### config.mk
export PLATFORM = sky130hd
export DESIGN_NAME = subcoord_top
export DESIGN_NICKNAME = d
export VERILOG_FILES = /design/src/logic/subcoord_pkg.sv /design/src/logic/float_adder.sv /design/src/logic/pixel_counter.sv /design/src/logic/coord_writer.sv /design/src/logic/subset_sequencer.sv /design/src/logic/subcoord_top.sv
export VERILOG_INCLUDE_DIRS = /design/src /design/src/logic
export SDC_FILE = /design/constraint.sdc
export NUM_CORES = 2
export LEC_CHECK = 0
export ABC_AREA = 1
export BUFFER_PORTS_ARGS = -buffer_cell sky130_fd_sc_hd__buf_4
export CORE_ASPECT_RATIO = 0.5
export CORE_UTILIZATION = 55
export CTS_CLUSTER_SIZE = 8
export DETAILED_ROUTE_END_ITERATION = 6
export MAX_ROUTING_LAYER = met4
export PLACE_DENSITY = 0.84
export SETUP_SLACK_MARGIN = 0.4
export SYNTH_ARGS = -nofsm -noshare
export SYNTH_HDL_FRONTEND = slang
export SYNTH_SLANG_ARGS = --single-unit
### constraint.sdc
create_clock -name clock -period 25.2 [get_ports clock]
set_input_delay 5.04 -clock clock [delete_from_list [all_inputs] [get_ports clock]]
set_output_delay 5.04 -clock clock [all_outputs]
set_load 0.01 [all_outputs]
### src/logic/subcoord_consts.svh
`ifndef SUBCOORD_CONSTS_SVH
`define SUBCOORD_CONSTS_SVH

// data word width, integers and floats alike
`define SUBCOORD_WORD_W 32

// coordinate memory address width
`define SUBCOORD_ADDR_W 16

// ieee-754 single precision 1.0
`define SUBCOORD_FLOAT_ONE 32'h3f80_0000

// cycles from add_start to add_done
`define SUBCOORD_ADD_CYCLES 5

`endif

### src/logic/subcoord_pkg.sv
`include "subcoord_consts.svh"

package subcoord_pkg;

    // single precision word
    typedef logic [`SUBCOORD_WORD_W-1:0] float_t;

    typedef enum logic [3:0] {
        idle,
        request,
        start_x,
        start_y,
        point,
        count_fp,
        next_x,
        next_y,
        finish,
        done
    } seq_state_t;

    typedef enum logic {
        fp_add,
        fp_sub
    } fp_op_t;

    // operand pairs presented to the adder
    typedef enum logic [2:0] {
        sel_center_x,
        sel_center_y,
        sel_count,
        sel_step_x,
        sel_step_y
    } operand_sel_t;

endpackage

### src/logic/float_adder.sv
`timescale 1ns/10ps
`include "subcoord_consts.svh"

module float_adder
    import subcoord_pkg::*;
(
    input  logic   clock,
    input  logic   reset,
    input  logic   add_start,
    input  fp_op_t add_op,
    input  float_t add_a,
    input  float_t add_b,
    output logic   add_done,
    output float_t add_result
);

    localparam logic [2:0] last_stage = 3'(`SUBCOORD_ADD_CYCLES - 1);

    logic [2:0]  stage;         // 0 when idle
    float_t      op_a;
    float_t      op_b;          // sign already flipped for subtract
    logic        res_sign;
    logic [7:0]  res_exp;
    logic [23:0] big_m;
    logic [23:0] small_m;
    logic        eff_sub;
    logic [24:0] sum_m;
    logic [32:0] norm;          // {exponent, mantissa} after shifting

    // moves the leading one up by at most 12 places
    function automatic logic [32:0] shift_up(input logic [24:0] m, input logic [7:0] e);
        logic [24:0] mm;
        logic [7:0]  ee;
        mm = m;
        ee = e;
        for (int i = 0; i < 12; i++)
        begin
            if (!mm[24])
            begin
                mm = mm << 1;
                ee = ee - 8'd1;
            end
        end
        return {ee, mm};
    endfunction

    assign norm = shift_up(sum_m, res_exp);

    always_ff @(posedge clock)
    begin
        if (reset)
        begin
            stage    <= '0;
            add_done <= 1'b0;
        end
        else
        begin
            add_done <= 1'b0;
            if (add_start)
                stage <= 3'd1;
            else if (stage == last_stage)
            begin
                stage    <= '0;
                add_done <= 1'b1;
            end
            else if (stage != '0)
                stage <= stage + 3'd1;
        end
    end

    always_ff @(posedge clock)
    begin
        if (add_start)
        begin
            op_a <= add_a;
            op_b <= (add_op == fp_sub) ? {~add_b[31], add_b[30:0]} : add_b;
        end
        if (stage == 3'd1)
        begin
            // larger magnitude sets sign and exponent
            eff_sub <= op_a[31] ^ op_b[31];
            if (op_a[30:0] >= op_b[30:0])
            begin
                res_sign <= op_a[31];
                res_exp  <= op_a[30:23] + 8'd1;
                big_m    <= {1'b1, op_a[22:0]};
                small_m  <= {1'b1, op_b[22:0]} >> (op_a[30:23] - op_b[30:23]);
            end
            else
            begin
                res_sign <= op_b[31];
                res_exp  <= op_b[30:23] + 8'd1;
                big_m    <= {1'b1, op_b[22:0]};
                small_m  <= {1'b1, op_a[22:0]} >> (op_b[30:23] - op_a[30:23]);
            end
        end
        else if (stage == 3'd2)
            sum_m <= eff_sub ? {1'b0, big_m} - {1'b0, small_m} : {1'b0, big_m} + {1'b0, small_m};
        else if (stage == 3'd3)
            {res_exp, sum_m} <= norm;  // first half of normalization
        else if (stage == last_stage)
        begin
            if (op_a[30:0] == '0)
                add_result <= op_b;
            else if (op_b[30:0] == '0)
                add_result <= op_a;
            else if (sum_m == '0)
                add_result <= '0;          // x - x
            else
                add_result <= {res_sign, norm[32:25], norm[23:1]};
        end
    end

endmodule

### src/logic/pixel_counter.sv
`timescale 1ns/10ps
`include "subcoord_consts.svh"

module pixel_counter (
    input  logic                        clock,
    input  logic                        reset,
    input  logic                        subset_clear,
    input  logic                        point_step,
    input  logic [`SUBCOORD_WORD_W-1:0] subset_side,
    output logic                        subset_last,
    output logic                        column_end,
    output logic [`SUBCOORD_ADDR_W-1:0] write_addr
);

    logic [`SUBCOORD_WORD_W-1:0] point_count;  // points written in this subset
    logic [`SUBCOORD_WORD_W-1:0] column_pos;   // row index inside current column
    logic [`SUBCOORD_WORD_W-1:0] side_sq;

    assign side_sq     = subset_side * subset_side;
    assign subset_last = (point_count == side_sq);
    // wrapped to zero after a full column
    assign column_end  = (column_pos == '0) && (point_count != '0);

    always_ff @(posedge clock)
    begin
        if (reset)
        begin
            point_count <= '0;
            column_pos  <= '0;
            write_addr  <= '0;
        end
        else if (subset_clear)
        begin
            point_count <= '0;
            column_pos  <= '0;   // address keeps running
        end
        else if (point_step)
        begin
            point_count <= point_count + 1'b1;
            write_addr  <= write_addr + 1'b1;
            if (column_pos + 1'b1 == subset_side)
                column_pos <= '0;
            else
                column_pos <= column_pos + 1'b1;
        end
    end

endmodule

### src/logic/coord_writer.sv
`timescale 1ns/10ps
`include "subcoord_consts.svh"

module coord_writer
    import subcoord_pkg::*;
(
    input  logic         clock,
    input  logic         reset,
    input  operand_sel_t operand_sel,
    input  float_t       subset_centerpoint_x,
    input  float_t       subset_centerpoint_y,
    input  float_t       half_subset_size,
    input  float_t       pxl_count_fp,
    input  logic         load_x,
    input  logic         load_y,
    input  logic         reload_y,
    input  logic         write_point,
    input  float_t       add_result,
    output float_t       add_a,
    output float_t       add_b,
    output float_t       coord_x,
    output float_t       coord_y,
    output logic         coord_write
);

    float_t first_y;   // top of the column

    always_comb
    begin
        case (operand_sel)
            sel_center_x:
            begin
                add_a = subset_centerpoint_x;
                add_b = half_subset_size;
            end
            sel_center_y:
            begin
                add_a = subset_centerpoint_y;
                add_b = half_subset_size;
            end
            sel_step_x:
            begin
                add_a = coord_x;
                add_b = `SUBCOORD_FLOAT_ONE;
            end
            sel_step_y:
            begin
                add_a = coord_y;
                add_b = `SUBCOORD_FLOAT_ONE;
            end
            default:
            begin
                add_a = pxl_count_fp;
                add_b = `SUBCOORD_FLOAT_ONE;
            end
        endcase
    end

    always_ff @(posedge clock)
    begin
        if (load_x)
            coord_x <= add_result;
        if (load_y)
        begin
            coord_y <= add_result;
            if (operand_sel == sel_center_y)
                first_y <= add_result;  // start point of the subset
        end
        else if (reload_y)
            coord_y <= first_y;
    end

    always_ff @(posedge clock)
    begin
        if (reset)
            coord_write <= 1'b0;
        else
            coord_write <= write_point;
    end

endmodule

### src/logic/subset_sequencer.sv
`timescale 1ns/10ps
`include "subcoord_consts.svh"

module subset_sequencer
    import subcoord_pkg::*;
(
    input  logic                        clock,
    input  logic                        reset,
    input  logic                        param_ready,
    input  logic                        coord_interface_done,
    input  logic [`SUBCOORD_WORD_W-1:0] num_of_subsets,
    input  logic                        subset_last,
    input  logic                        column_end,
    input  logic                        add_done,
    input  float_t                      add_result,
    input  logic [`SUBCOORD_ADDR_W-1:0] write_addr,
    output logic                        add_start,
    output fp_op_t                      add_op,
    output operand_sel_t                operand_sel,
    output logic                        load_x,
    output logic                        load_y,
    output logic                        reload_y,
    output logic                        write_point,
    output logic                        subset_clear,
    output logic                        point_step,
    output float_t                      pxl_count_fp,
    output logic                        coord_new_subset,
    output logic                        sub_done,
    output logic [`SUBCOORD_WORD_W-1:0] base_address,
    output logic [`SUBCOORD_WORD_W-1:0] num_pxl_int,
    output logic [`SUBCOORD_WORD_W-1:0] subset_counter,
    output float_t                      num_pxl_fp
);

    seq_state_t                  state;
    logic                        busy;        // adder op in flight
    logic                        uses_adder;
    logic [`SUBCOORD_ADDR_W-1:0] addr_span;   // points written this subset

    assign addr_span = write_addr - base_address[`SUBCOORD_ADDR_W-1:0];

    always_comb
    begin
        uses_adder = (state == start_x) || (state == start_y) || (state == count_fp)
                     || (state == next_x) || (state == next_y);
        add_start  = uses_adder && !busy;
        add_op     = (state == start_x || state == start_y) ? fp_sub : fp_add;
        case (state)
            start_x: operand_sel = sel_center_x;
            start_y: operand_sel = sel_center_y;
            next_x:  operand_sel = sel_step_x;
            next_y:  operand_sel = sel_step_y;
            default: operand_sel = sel_count;
        endcase
        load_x       = add_done && (state == start_x || state == next_x);
        load_y       = add_done && (state == start_y || state == next_y);
        reload_y     = add_done && (state == next_x);  // back to top of column
        write_point  = (state == point);
        subset_clear = (state == request) && coord_interface_done;
        point_step   = (state == count_fp) && !busy;
    end

    always_ff @(posedge clock)
    begin
        if (reset)
        begin
            state            <= idle;
            busy             <= 1'b0;
            pxl_count_fp     <= '0;
            coord_new_subset <= 1'b0;
            sub_done         <= 1'b0;
            base_address     <= '0;
            num_pxl_int      <= '0;
            num_pxl_fp       <= '0;
            subset_counter   <= '0;
        end
        else
        begin
            if (add_start)
                busy <= 1'b1;
            else if (add_done)
                busy <= 1'b0;

            case (state)
                idle:
                begin
                    if (param_ready)
                    begin
                        if (subset_counter < num_of_subsets)
                        begin
                            coord_new_subset <= 1'b1;
                            state            <= request;
                        end
                        else
                        begin
                            sub_done <= 1'b1;
                            state    <= done;
                        end
                    end
                end
                request:
                begin
                    if (coord_interface_done)
                    begin
                        coord_new_subset <= 1'b0;
                        base_address     <= {{(`SUBCOORD_WORD_W-`SUBCOORD_ADDR_W){1'b0}}, write_addr};
                        pxl_count_fp     <= '0;
                        state            <= start_x;
                    end
                end
                start_x:
                    if (add_done)
                        state <= start_y;
                start_y:
                    if (add_done)
                        state <= point;
                point:
                    state <= count_fp;
                count_fp:
                begin
                    if (add_done)
                    begin
                        pxl_count_fp <= add_result;
                        if (subset_last)
                            state <= finish;
                        else if (column_end)
                            state <= next_x;
                        else
                            state <= next_y;
                    end
                end
                next_x, next_y:
                    if (add_done)
                        state <= point;
                finish:
                begin
                    num_pxl_int    <= {{(`SUBCOORD_WORD_W-`SUBCOORD_ADDR_W){1'b0}}, addr_span};
                    num_pxl_fp     <= pxl_count_fp;
                    subset_counter <= subset_counter + 1'b1;
                    if (subset_counter + 1'b1 == num_of_subsets)
                    begin
                        sub_done <= 1'b1;
                        state    <= done;
                    end
                    else
                        state <= idle;
                end
                done:
                    state <= done;   // held until reset
                default:
                    state <= idle;
            endcase
        end
    end

endmodule

### src/logic/subcoord_top.sv
`timescale 1ns/10ps
`include "subcoord_consts.svh"

module subcoord_top
    import subcoord_pkg::*;
(
    input  logic                        clock,
    input  logic                        reset,
    input  logic                        param_ready,
    input  logic                        coord_interface_done,
    input  logic [`SUBCOORD_WORD_W-1:0] num_of_subsets,
    input  float_t                      subset_centerpoint_x,
    input  float_t                      subset_centerpoint_y,
    input  float_t                      half_subset_size,
    input  logic [`SUBCOORD_WORD_W-1:0] subset_size_int,
    output logic                        coord_write,
    output logic [`SUBCOORD_ADDR_W-1:0] coord_addr,
    output float_t                      coord_x,
    output float_t                      coord_y,
    output logic                        coord_new_subset,
    output logic [`SUBCOORD_WORD_W-1:0] base_address,
    output logic [`SUBCOORD_WORD_W-1:0] num_pxl_int,
    output float_t                      num_pxl_fp,
    output logic                        sub_done,
    output logic [`SUBCOORD_WORD_W-1:0] subset_counter
);

    logic         add_start;
    logic         add_done;
    fp_op_t       add_op;
    float_t       add_a;
    float_t       add_b;
    float_t       add_result;
    operand_sel_t operand_sel;
    logic         load_x;
    logic         load_y;
    logic         reload_y;
    logic         write_point;
    logic         subset_clear;
    logic         point_step;
    logic         subset_last;
    logic         column_end;
    float_t       pxl_count_fp;

    subset_sequencer u_sequencer (
        .clock, .reset, .param_ready, .coord_interface_done, .num_of_subsets,
        .subset_last, .column_end, .add_done, .add_result,
        .write_addr (coord_addr),
        .add_start, .add_op, .operand_sel, .load_x, .load_y, .reload_y,
        .write_point, .subset_clear, .point_step, .pxl_count_fp,
        .coord_new_subset, .sub_done, .base_address, .num_pxl_int,
        .subset_counter, .num_pxl_fp
    );

    pixel_counter u_counter (
        .clock, .reset, .subset_clear, .point_step,
        .subset_side (subset_size_int),
        .subset_last, .column_end,
        .write_addr  (coord_addr)
    );

    coord_writer u_writer (
        .clock, .reset, .operand_sel, .subset_centerpoint_x, .subset_centerpoint_y,
        .half_subset_size, .pxl_count_fp, .load_x, .load_y, .reload_y, .write_point,
        .add_result, .add_a, .add_b, .coord_x, .coord_y, .coord_write
    );

    float_adder u_adder (
        .clock, .reset, .add_start, .add_op, .add_a, .add_b, .add_done, .add_result
    );

endmodule

# Word-level counts from Yosys, hierarchy flattened
# Cells that the tools add are included.
# word_totals
regBits	495
input_bits	164
out_inout_bits	211
word_cells	208
# op_classes
n_addsub	24
mul	1
order_cmp	2
eq_ne	28
n_shift	2
n_mux	72
bitwise	6
reduce_logical	45
# op_table
cell	n
$mux W25	15
$mux W32	10
$mux W8	16
$pmux W32 S4	1
$add A32 B1 Y32 const B	3
$eq A32 B32 Y1	3
$sub A8 B1 Y8 const B	12
$pmux W32 S2	1
$logic_not A31 Y1	2
$shr A24 B8 Y24	2
$logic_not A32 Y1	1
$lt A32 B32 Y1	1
$mul A32 B32 Y32	1
$mux W4	8
$pmux W4 S8	1
$reduce_bool A32 Y1	1
$ge A31 B31 Y1	1
$add A24 B24 Y25	1
$logic_not A25 Y1	1
$sub A24 B24 Y25	1
$mux W24	1
$mux W23	1
$add A16 B1 Y16 const B	1
$add A8 B1 Y8 const B	2
30 further kinds	93

# Depth between registers and ports, before layout
# depth
ltp_word	27
mapped_depth	44
depth_no_buf	43

# Hierarchy
# From an unflattened synthesis, not the netlist that was laid out.
# unflattened
cells_unflattened	6750
area_unflattened_um2	49338.6
# by_module_without_submodules
mod	instances	cells_each	area_each_um2	seq_area_each_um2
pixel_counter	1	2539	19302.3	1601.5
float_adder	1	2357	16580.9	5425.2
subset_sequencer	1	1257	8334.2	2702.6
coord_writer	1	597	5121.2	2902.8

# Worst setup path before layout
# OpenSTA, ideal clock, no wires.
# synth_path
path_kind	input to register
startpoint	input port subset_size_int[4]
endpoint	register u_sequencer.state[2]
setup_ns	0.070
arrival_ns	12.295
required_ns	25.130
slack_ns	12.834
path_stages	33
n_path_buf	2
path_cell_list	clkbuf_1 buf_1 nand2_1 inv_1 fa_1 fa_1 fa_1 inv_1 fa_1 fa_1 inv_1 fa_1 inv_1 fa_1 fa_1 inv_1 ha_1 nand2_1 nor4_1 nand4_1 nand3_1 a21oi_1 o21ai_0 a21oi_1 o21ai_0 a21oi_1 xor2_1 or2_2 nand3_1 nand2_1 nand3_1 nand2_1 a21oi_1
# synth_between
elab_chain_cells	5
# synth_rtl
item	line	source
from (decl)	subcoord_top.sv:15	input logic [`SUBCOORD_WORD_W-1:0] subset_size_int,
$mul A32 B32 Y32	pixel_counter.sv:19	assign side_sq = subset_side * subset_side;
$eq A32 B32 Y1	pixel_counter.sv:20	assign subset_last = (point_count == side_sq);
$mux W4	subset_sequencer.sv:124	if (subset_last)
$mux W4	subset_sequencer.sv:121	if (add_done)
$pmux W4 S8	subset_sequencer.sv:84	case (state)
to (signal assigned)	subset_sequencer.sv:125	state <= finish;
to (signal assigned)	subset_sequencer.sv:127	state <= next_x;
to (signal assigned)	subset_sequencer.sv:129	state <= next_y;
to (decl)	subset_sequencer.sv:35	seq_state_t state;
# No other way between the ends. The select of a mux whose other input is x is not followed.
# A chain may end at the register's enable or synchronous reset.

# Worst setup path in the final report
# layout_path
startpoint	input port subset_size_int[2]
endpoint	register u_sequencer.state[2]
# Same word-level chain as after synthesis.

==> results.md <==
Status:
- The flow ran to the end, and the final reports show no timing, DRC or antenna violations.

Synth:
- The area of the mapped netlist is 47000 sq um.
- Counting distinct cell types in the post-synthesis netlist gives 75.
- The number of enable-type register cells in the synthesized netlist is 274.
- In the synthesized netlist the dominant register cell turns out to be sky130_fd_sc_hd__edfxtp_1.
- A synthesized cell averages 7.80 sq um.
- Synthesis inferred 494 register bits.
- The cell count after synthesis came out at 6019.
- Sequential elements use 26.9% of the synthesized area.
- For this run, the number of Yosys warnings is 0.
- Of all flip-flops after synthesis, the portion carrying an async set or reset was 0%.

Clocking:
- No sink is reached through more buffers than the 3 on the longest clock path.
- Once the clock tree was built, the setup fixing pass inserted 0 buffers.
- For this design, the sink count on the clock tree is 494.
- The clock-pin slew of the registers on the worst-case setup and hold paths is 0.05 ns.
- The number of buffers created by CTS is 72.
- The post-CTS resize count is 0.
- The H-tree generated during clock tree synthesis spans 3 levels.
- At the later pin of the worst-skew pair, clock insertion delay measures 0.67 ns.
- The tree is rooted in a sky130_fd_sc_hd__clkbuf_16.
- The CTS tree is done.
- The count of hold buffers inserted by post-cts repair is 0.

Floorplanning:
- The effective utilization at floorplan is 55.8%.
- The vertical extent of the die is 209 um.
- The core box area is 84200 sq um.
- The count of pins on the block boundary is 375.
- The area of the die is 86600 sq um.
- The floorplan step set the die width to 415 um.
- The initialized floorplan defines 75 standard-cell rows.

Timing:
- The total count of hold-check failures in the final report came to 0.
- The final cycle utilization of the critical path is 49.3%.
- The maximum achievable frequency is 80.5 MHz.
- The max-slew violation count is 0.
- Setup repair after global routing left no endpoint under its margin.
- The sum of negative setup slack is 0 ns.
- Counting I/O delays and the setup requirement, the final critical path takes 12.42 ns.
- For the final database, setup skew stands at 0.0606 ns.
- In this run the tightest slew margin relative to its limit is 18.6%.
- Setup violations remaining at the end of the flow were counted as 0.
- For the pin with the worst max-slew slack, the measured transition is 1.21 ns.

Routing:
- The pre-antenna-repair detailed-routing pass consisted of 6 iterations.
- After detailed routing, the average wire length per cell comes to 18.2 um.
- The post-route DRC violation count is 0.
- The detailed router finished its first iteration with 4638 violations.
- The total wire length after detailed routing is 134 mm.
- In this run the remaining antenna-violating nets after routing total 0.
- Detailed routing inserted a total of 41500 vias.
- The vias per cell is 5.61.

Global routing:
- The total overflow left after global routing is 0.
- The global routing usage summed across all routing layers is 31.8%.
- Entering global routing, the biggest net connects 92 pins.
- The number of antenna violations at the first check in global routing is 0.
- The first global-routing pass estimated 213 mm of wire.
- The via count of the first global-routing pass came to 39900.

Critical path:
- STA classifies the critical path endpoint as a flip-flop.
- For the worst setup path, the data arrival time is 12.96 ns.
- Among the stages of the critical path, the cell type that occurs most often is sky130_fd_sc_hd__fa_1.
- The startpoint type of the worst setup path is an input pin.
- The startpoint-to-endpoint class of the critical path is input pin to flip-flop.
- The critical path contains buffers and inverters numbering 6 combined.
- The critical path's top delay family is adder cells.
- The highest fanout seen on the critical path is 32.
- The required time of the worst setup path is 25.73 ns.
- The slack of the worst reg-to-reg path is 18.88 ns.
- The largest single stage delay on the critical path is 0.54 ns.
- Among all stages on the critical path, the largest delay is contributed by sky130_fd_sc_hd__fa_1.

Layout:
- Registers take 12600 sq um.
- The post-route netlist has 10.6% of its cells at a drive strength greater than 1.
- The multi-input logic area is 29400 sq um.
- The fill cell total of the finished layout is 7052.
- The final cell area excluding filler cells is 52400 sq um.
- The final net count is 7025.
- The signed area change from the synthesized netlist to the final layout is 11.5%.
- The number of antenna diodes in the final layout is 0.

Placed design:
- The global placement routability congestion is 1.03.
- Buffers placed on the I/O ports in this run total 342.
- Summed over all nets, the half-perimeter wirelength after detailed placement is 102 mm.
- The post-detailed-placement cell area is 50200 sq um.

Run:
- Across the run, the number of max-cap violations was 0.

Worst hold path:
- The type of the most critical hold path is flip-flop to flip-flop.
-- state kept, by name, indices dropped and copies added, names as in the netlist, 16 cells and up --
signal                      count
u_adder.add_result             32
u_adder.op_a                   32
u_adder.op_b                   32
u_counter.column_pos           32
u_counter.point_count          32
u_sequencer.num_pxl_fp         32
u_sequencer.pxl_count_fp       32
u_sequencer.subset_counter     32
u_writer.coord_x               32
u_writer.coord_y               32
u_writer.first_y               32
u_adder.sum_m                  25
u_adder.small_m                24
u_adder.big_m                  23
u_counter.write_addr           16
u_sequencer.base_address       16
u_sequencer.num_pxl_int        16
-- routing by layer --
metal | part of all wire, % | vias to the layer above | track usage, % | wire, um
met5 | 0 | - | - | 0
met4 | 4.2 | 0 | 12.7 | 5640
met3 | 7.9 | 352 | 4.37 | 10600
met2 | 47 | 1809 | 51.4 | 63400
met1 | 41 | 19500 | 40.5 | 54600
li1 | - | 19800 | - | -
-- synth_stat cells, types with 20 or more instances --
library cell               number  share of area [%]
sky130_fd_sc_hd__nand2_1     1252                 10
sky130_fd_sc_hd__inv_1       1019                8.1
sky130_fd_sc_hd__nor2_1       442                3.5
sky130_fd_sc_hd__fa_1         375                 16
sky130_fd_sc_hd__o21ai_0      348                3.7
sky130_fd_sc_hd__a21oi_1      319                3.4
sky130_fd_sc_hd__edfxtp_1     274                 18
sky130_fd_sc_hd__ha_1         253                6.7
sky130_fd_sc_hd__nand3_1      228                2.4
sky130_fd_sc_hd__dfxtp_1      220                9.4
sky130_fd_sc_hd__xor2_1       189                3.5
sky130_fd_sc_hd__clkbuf_1     188                1.5
sky130_fd_sc_hd__xnor2_1       92                1.7
sky130_fd_sc_hd__nand4_1       67               0.89
sky130_fd_sc_hd__o22ai_1       63               0.84
sky130_fd_sc_hd__nor3_1        59               0.63
sky130_fd_sc_hd__nor4_1        57               0.76
sky130_fd_sc_hd__a221oi_1      41               0.76
sky130_fd_sc_hd__nand2_2       41               0.55
sky130_fd_sc_hd__o211ai_1      39               0.62
sky130_fd_sc_hd__buf_4         38               0.61
sky130_fd_sc_hd__buf_1         34               0.27
sky130_fd_sc_hd__a22o_1        33               0.62
sky130_fd_sc_hd__mux2_2        32               0.77
sky130_fd_sc_hd__a22oi_1       29               0.46
sky130_fd_sc_hd__inv_2         23               0.18
sky130_fd_sc_hd__or2_2         23               0.31
sky130_fd_sc_hd__nand3b_1      20               0.32
-- cell families after synthesis --
kind of cell               Yosys count  share of synthesized area, %
and+or+nand+nor                   2261                          21.0
buffers and inverters             1327                          11.0
xor gates and xnor gates           281                          5.24
DFF                                494                          26.9
adders and majority gates          628                          22.7
AOI/OAI and AO/OA                  986                          12.2
other                                1                       0.00799
muxes                               41                         0.959
-- layout by cell type, fill, tap and decap left out, drive strengths merged, types with 41 or more instances in the layout --
| master | netlist | layout |
|---|---|---|
| o21ai | 370 | 370 |
| a221oi | 41 | 41 |
| ha | 253 | 253 |
| xor2 | 189 | 189 |
| nor4 | 59 | 59 |
| nor2 | 466 | 466 |
| nand3 | 250 | 250 |
| dfxtp | 220 | 220 |
| nand4 | 67 | 67 |
| a21oi | 320 | 320 |
| o22ai | 63 | 63 |
| nor3 | 65 | 65 |
| buf | 79 | 376 |
| xnor2 | 92 | 92 |
| edfxtp | 274 | 274 |
| fa | 375 | 375 |
| nand2 | 1295 | 1295 |
| inv | 1043 | 1047 |
| clkbuf | 188 | 104 |
-- worst register-to-register path: cells and delay by family, from the launching register on --
family | cells | cell delay, ns
simple gates | 23 | 3.52
fa+ha+maj | 4 | 1.16
flops | 1 | 0.35
compound gates | 3 | 0.32
buf+inv | 5 | 0.69
-- through the flow --
stage | cells | utilization [%] | hold WS, ns | worst slack (ns)
finish | 7388 | 62.2 | 0.471 | 12.78
global route | 7388 | 62.2 | 0.494 | 12.34
CTS | 7388 | 62.2 | 0.471 | 12.83
detailed placement | 7275 | 59.6 | 0.461 | 12.21
global placement | 7275 | 59.6 | 0.454 | 12.25
floorplan | 6050 | - | 0.455 | 12.83
-- layout make-up --
class | count | area share (%)
multi-input cells | 4229 | 56.1
flip-flops and latches | 494 | 24.1
inverters | 1060 | 7.60
repair buffers | 376 | 5.39
clock buffers | 104 | 3.69
well taps | 1116 | 2.67
clock inverters | 9 | 0.430
-- path summary, 6_finish.rpt --
| kind | end | startpoint | cells after the start |
|---|---|---|---|
| hold reg to reg | u_sequencer.sub_done$_SDFFE_PP0P_ | u_sequencer.sub_done$_SDFFE_PP0P_ | 1 |
| hold / removal | u_sequencer.sub_done$_SDFFE_PP0P_ | u_sequencer.sub_done$_SDFFE_PP0P_ | 1 |
| setup reg to reg | u_adder.res_exp[7]$_DFFE_PP_ | u_adder.sum_m[24]$_DFFE_PP_ | 35 |
| setup / recovery | u_sequencer.state[2]$_SDFFE_PP0P_ | subset_size_int[2] | 32 |
Power is not shown: default switching activity piles up to over one toggle a cycle in this logic, so the estimate is an artifact.
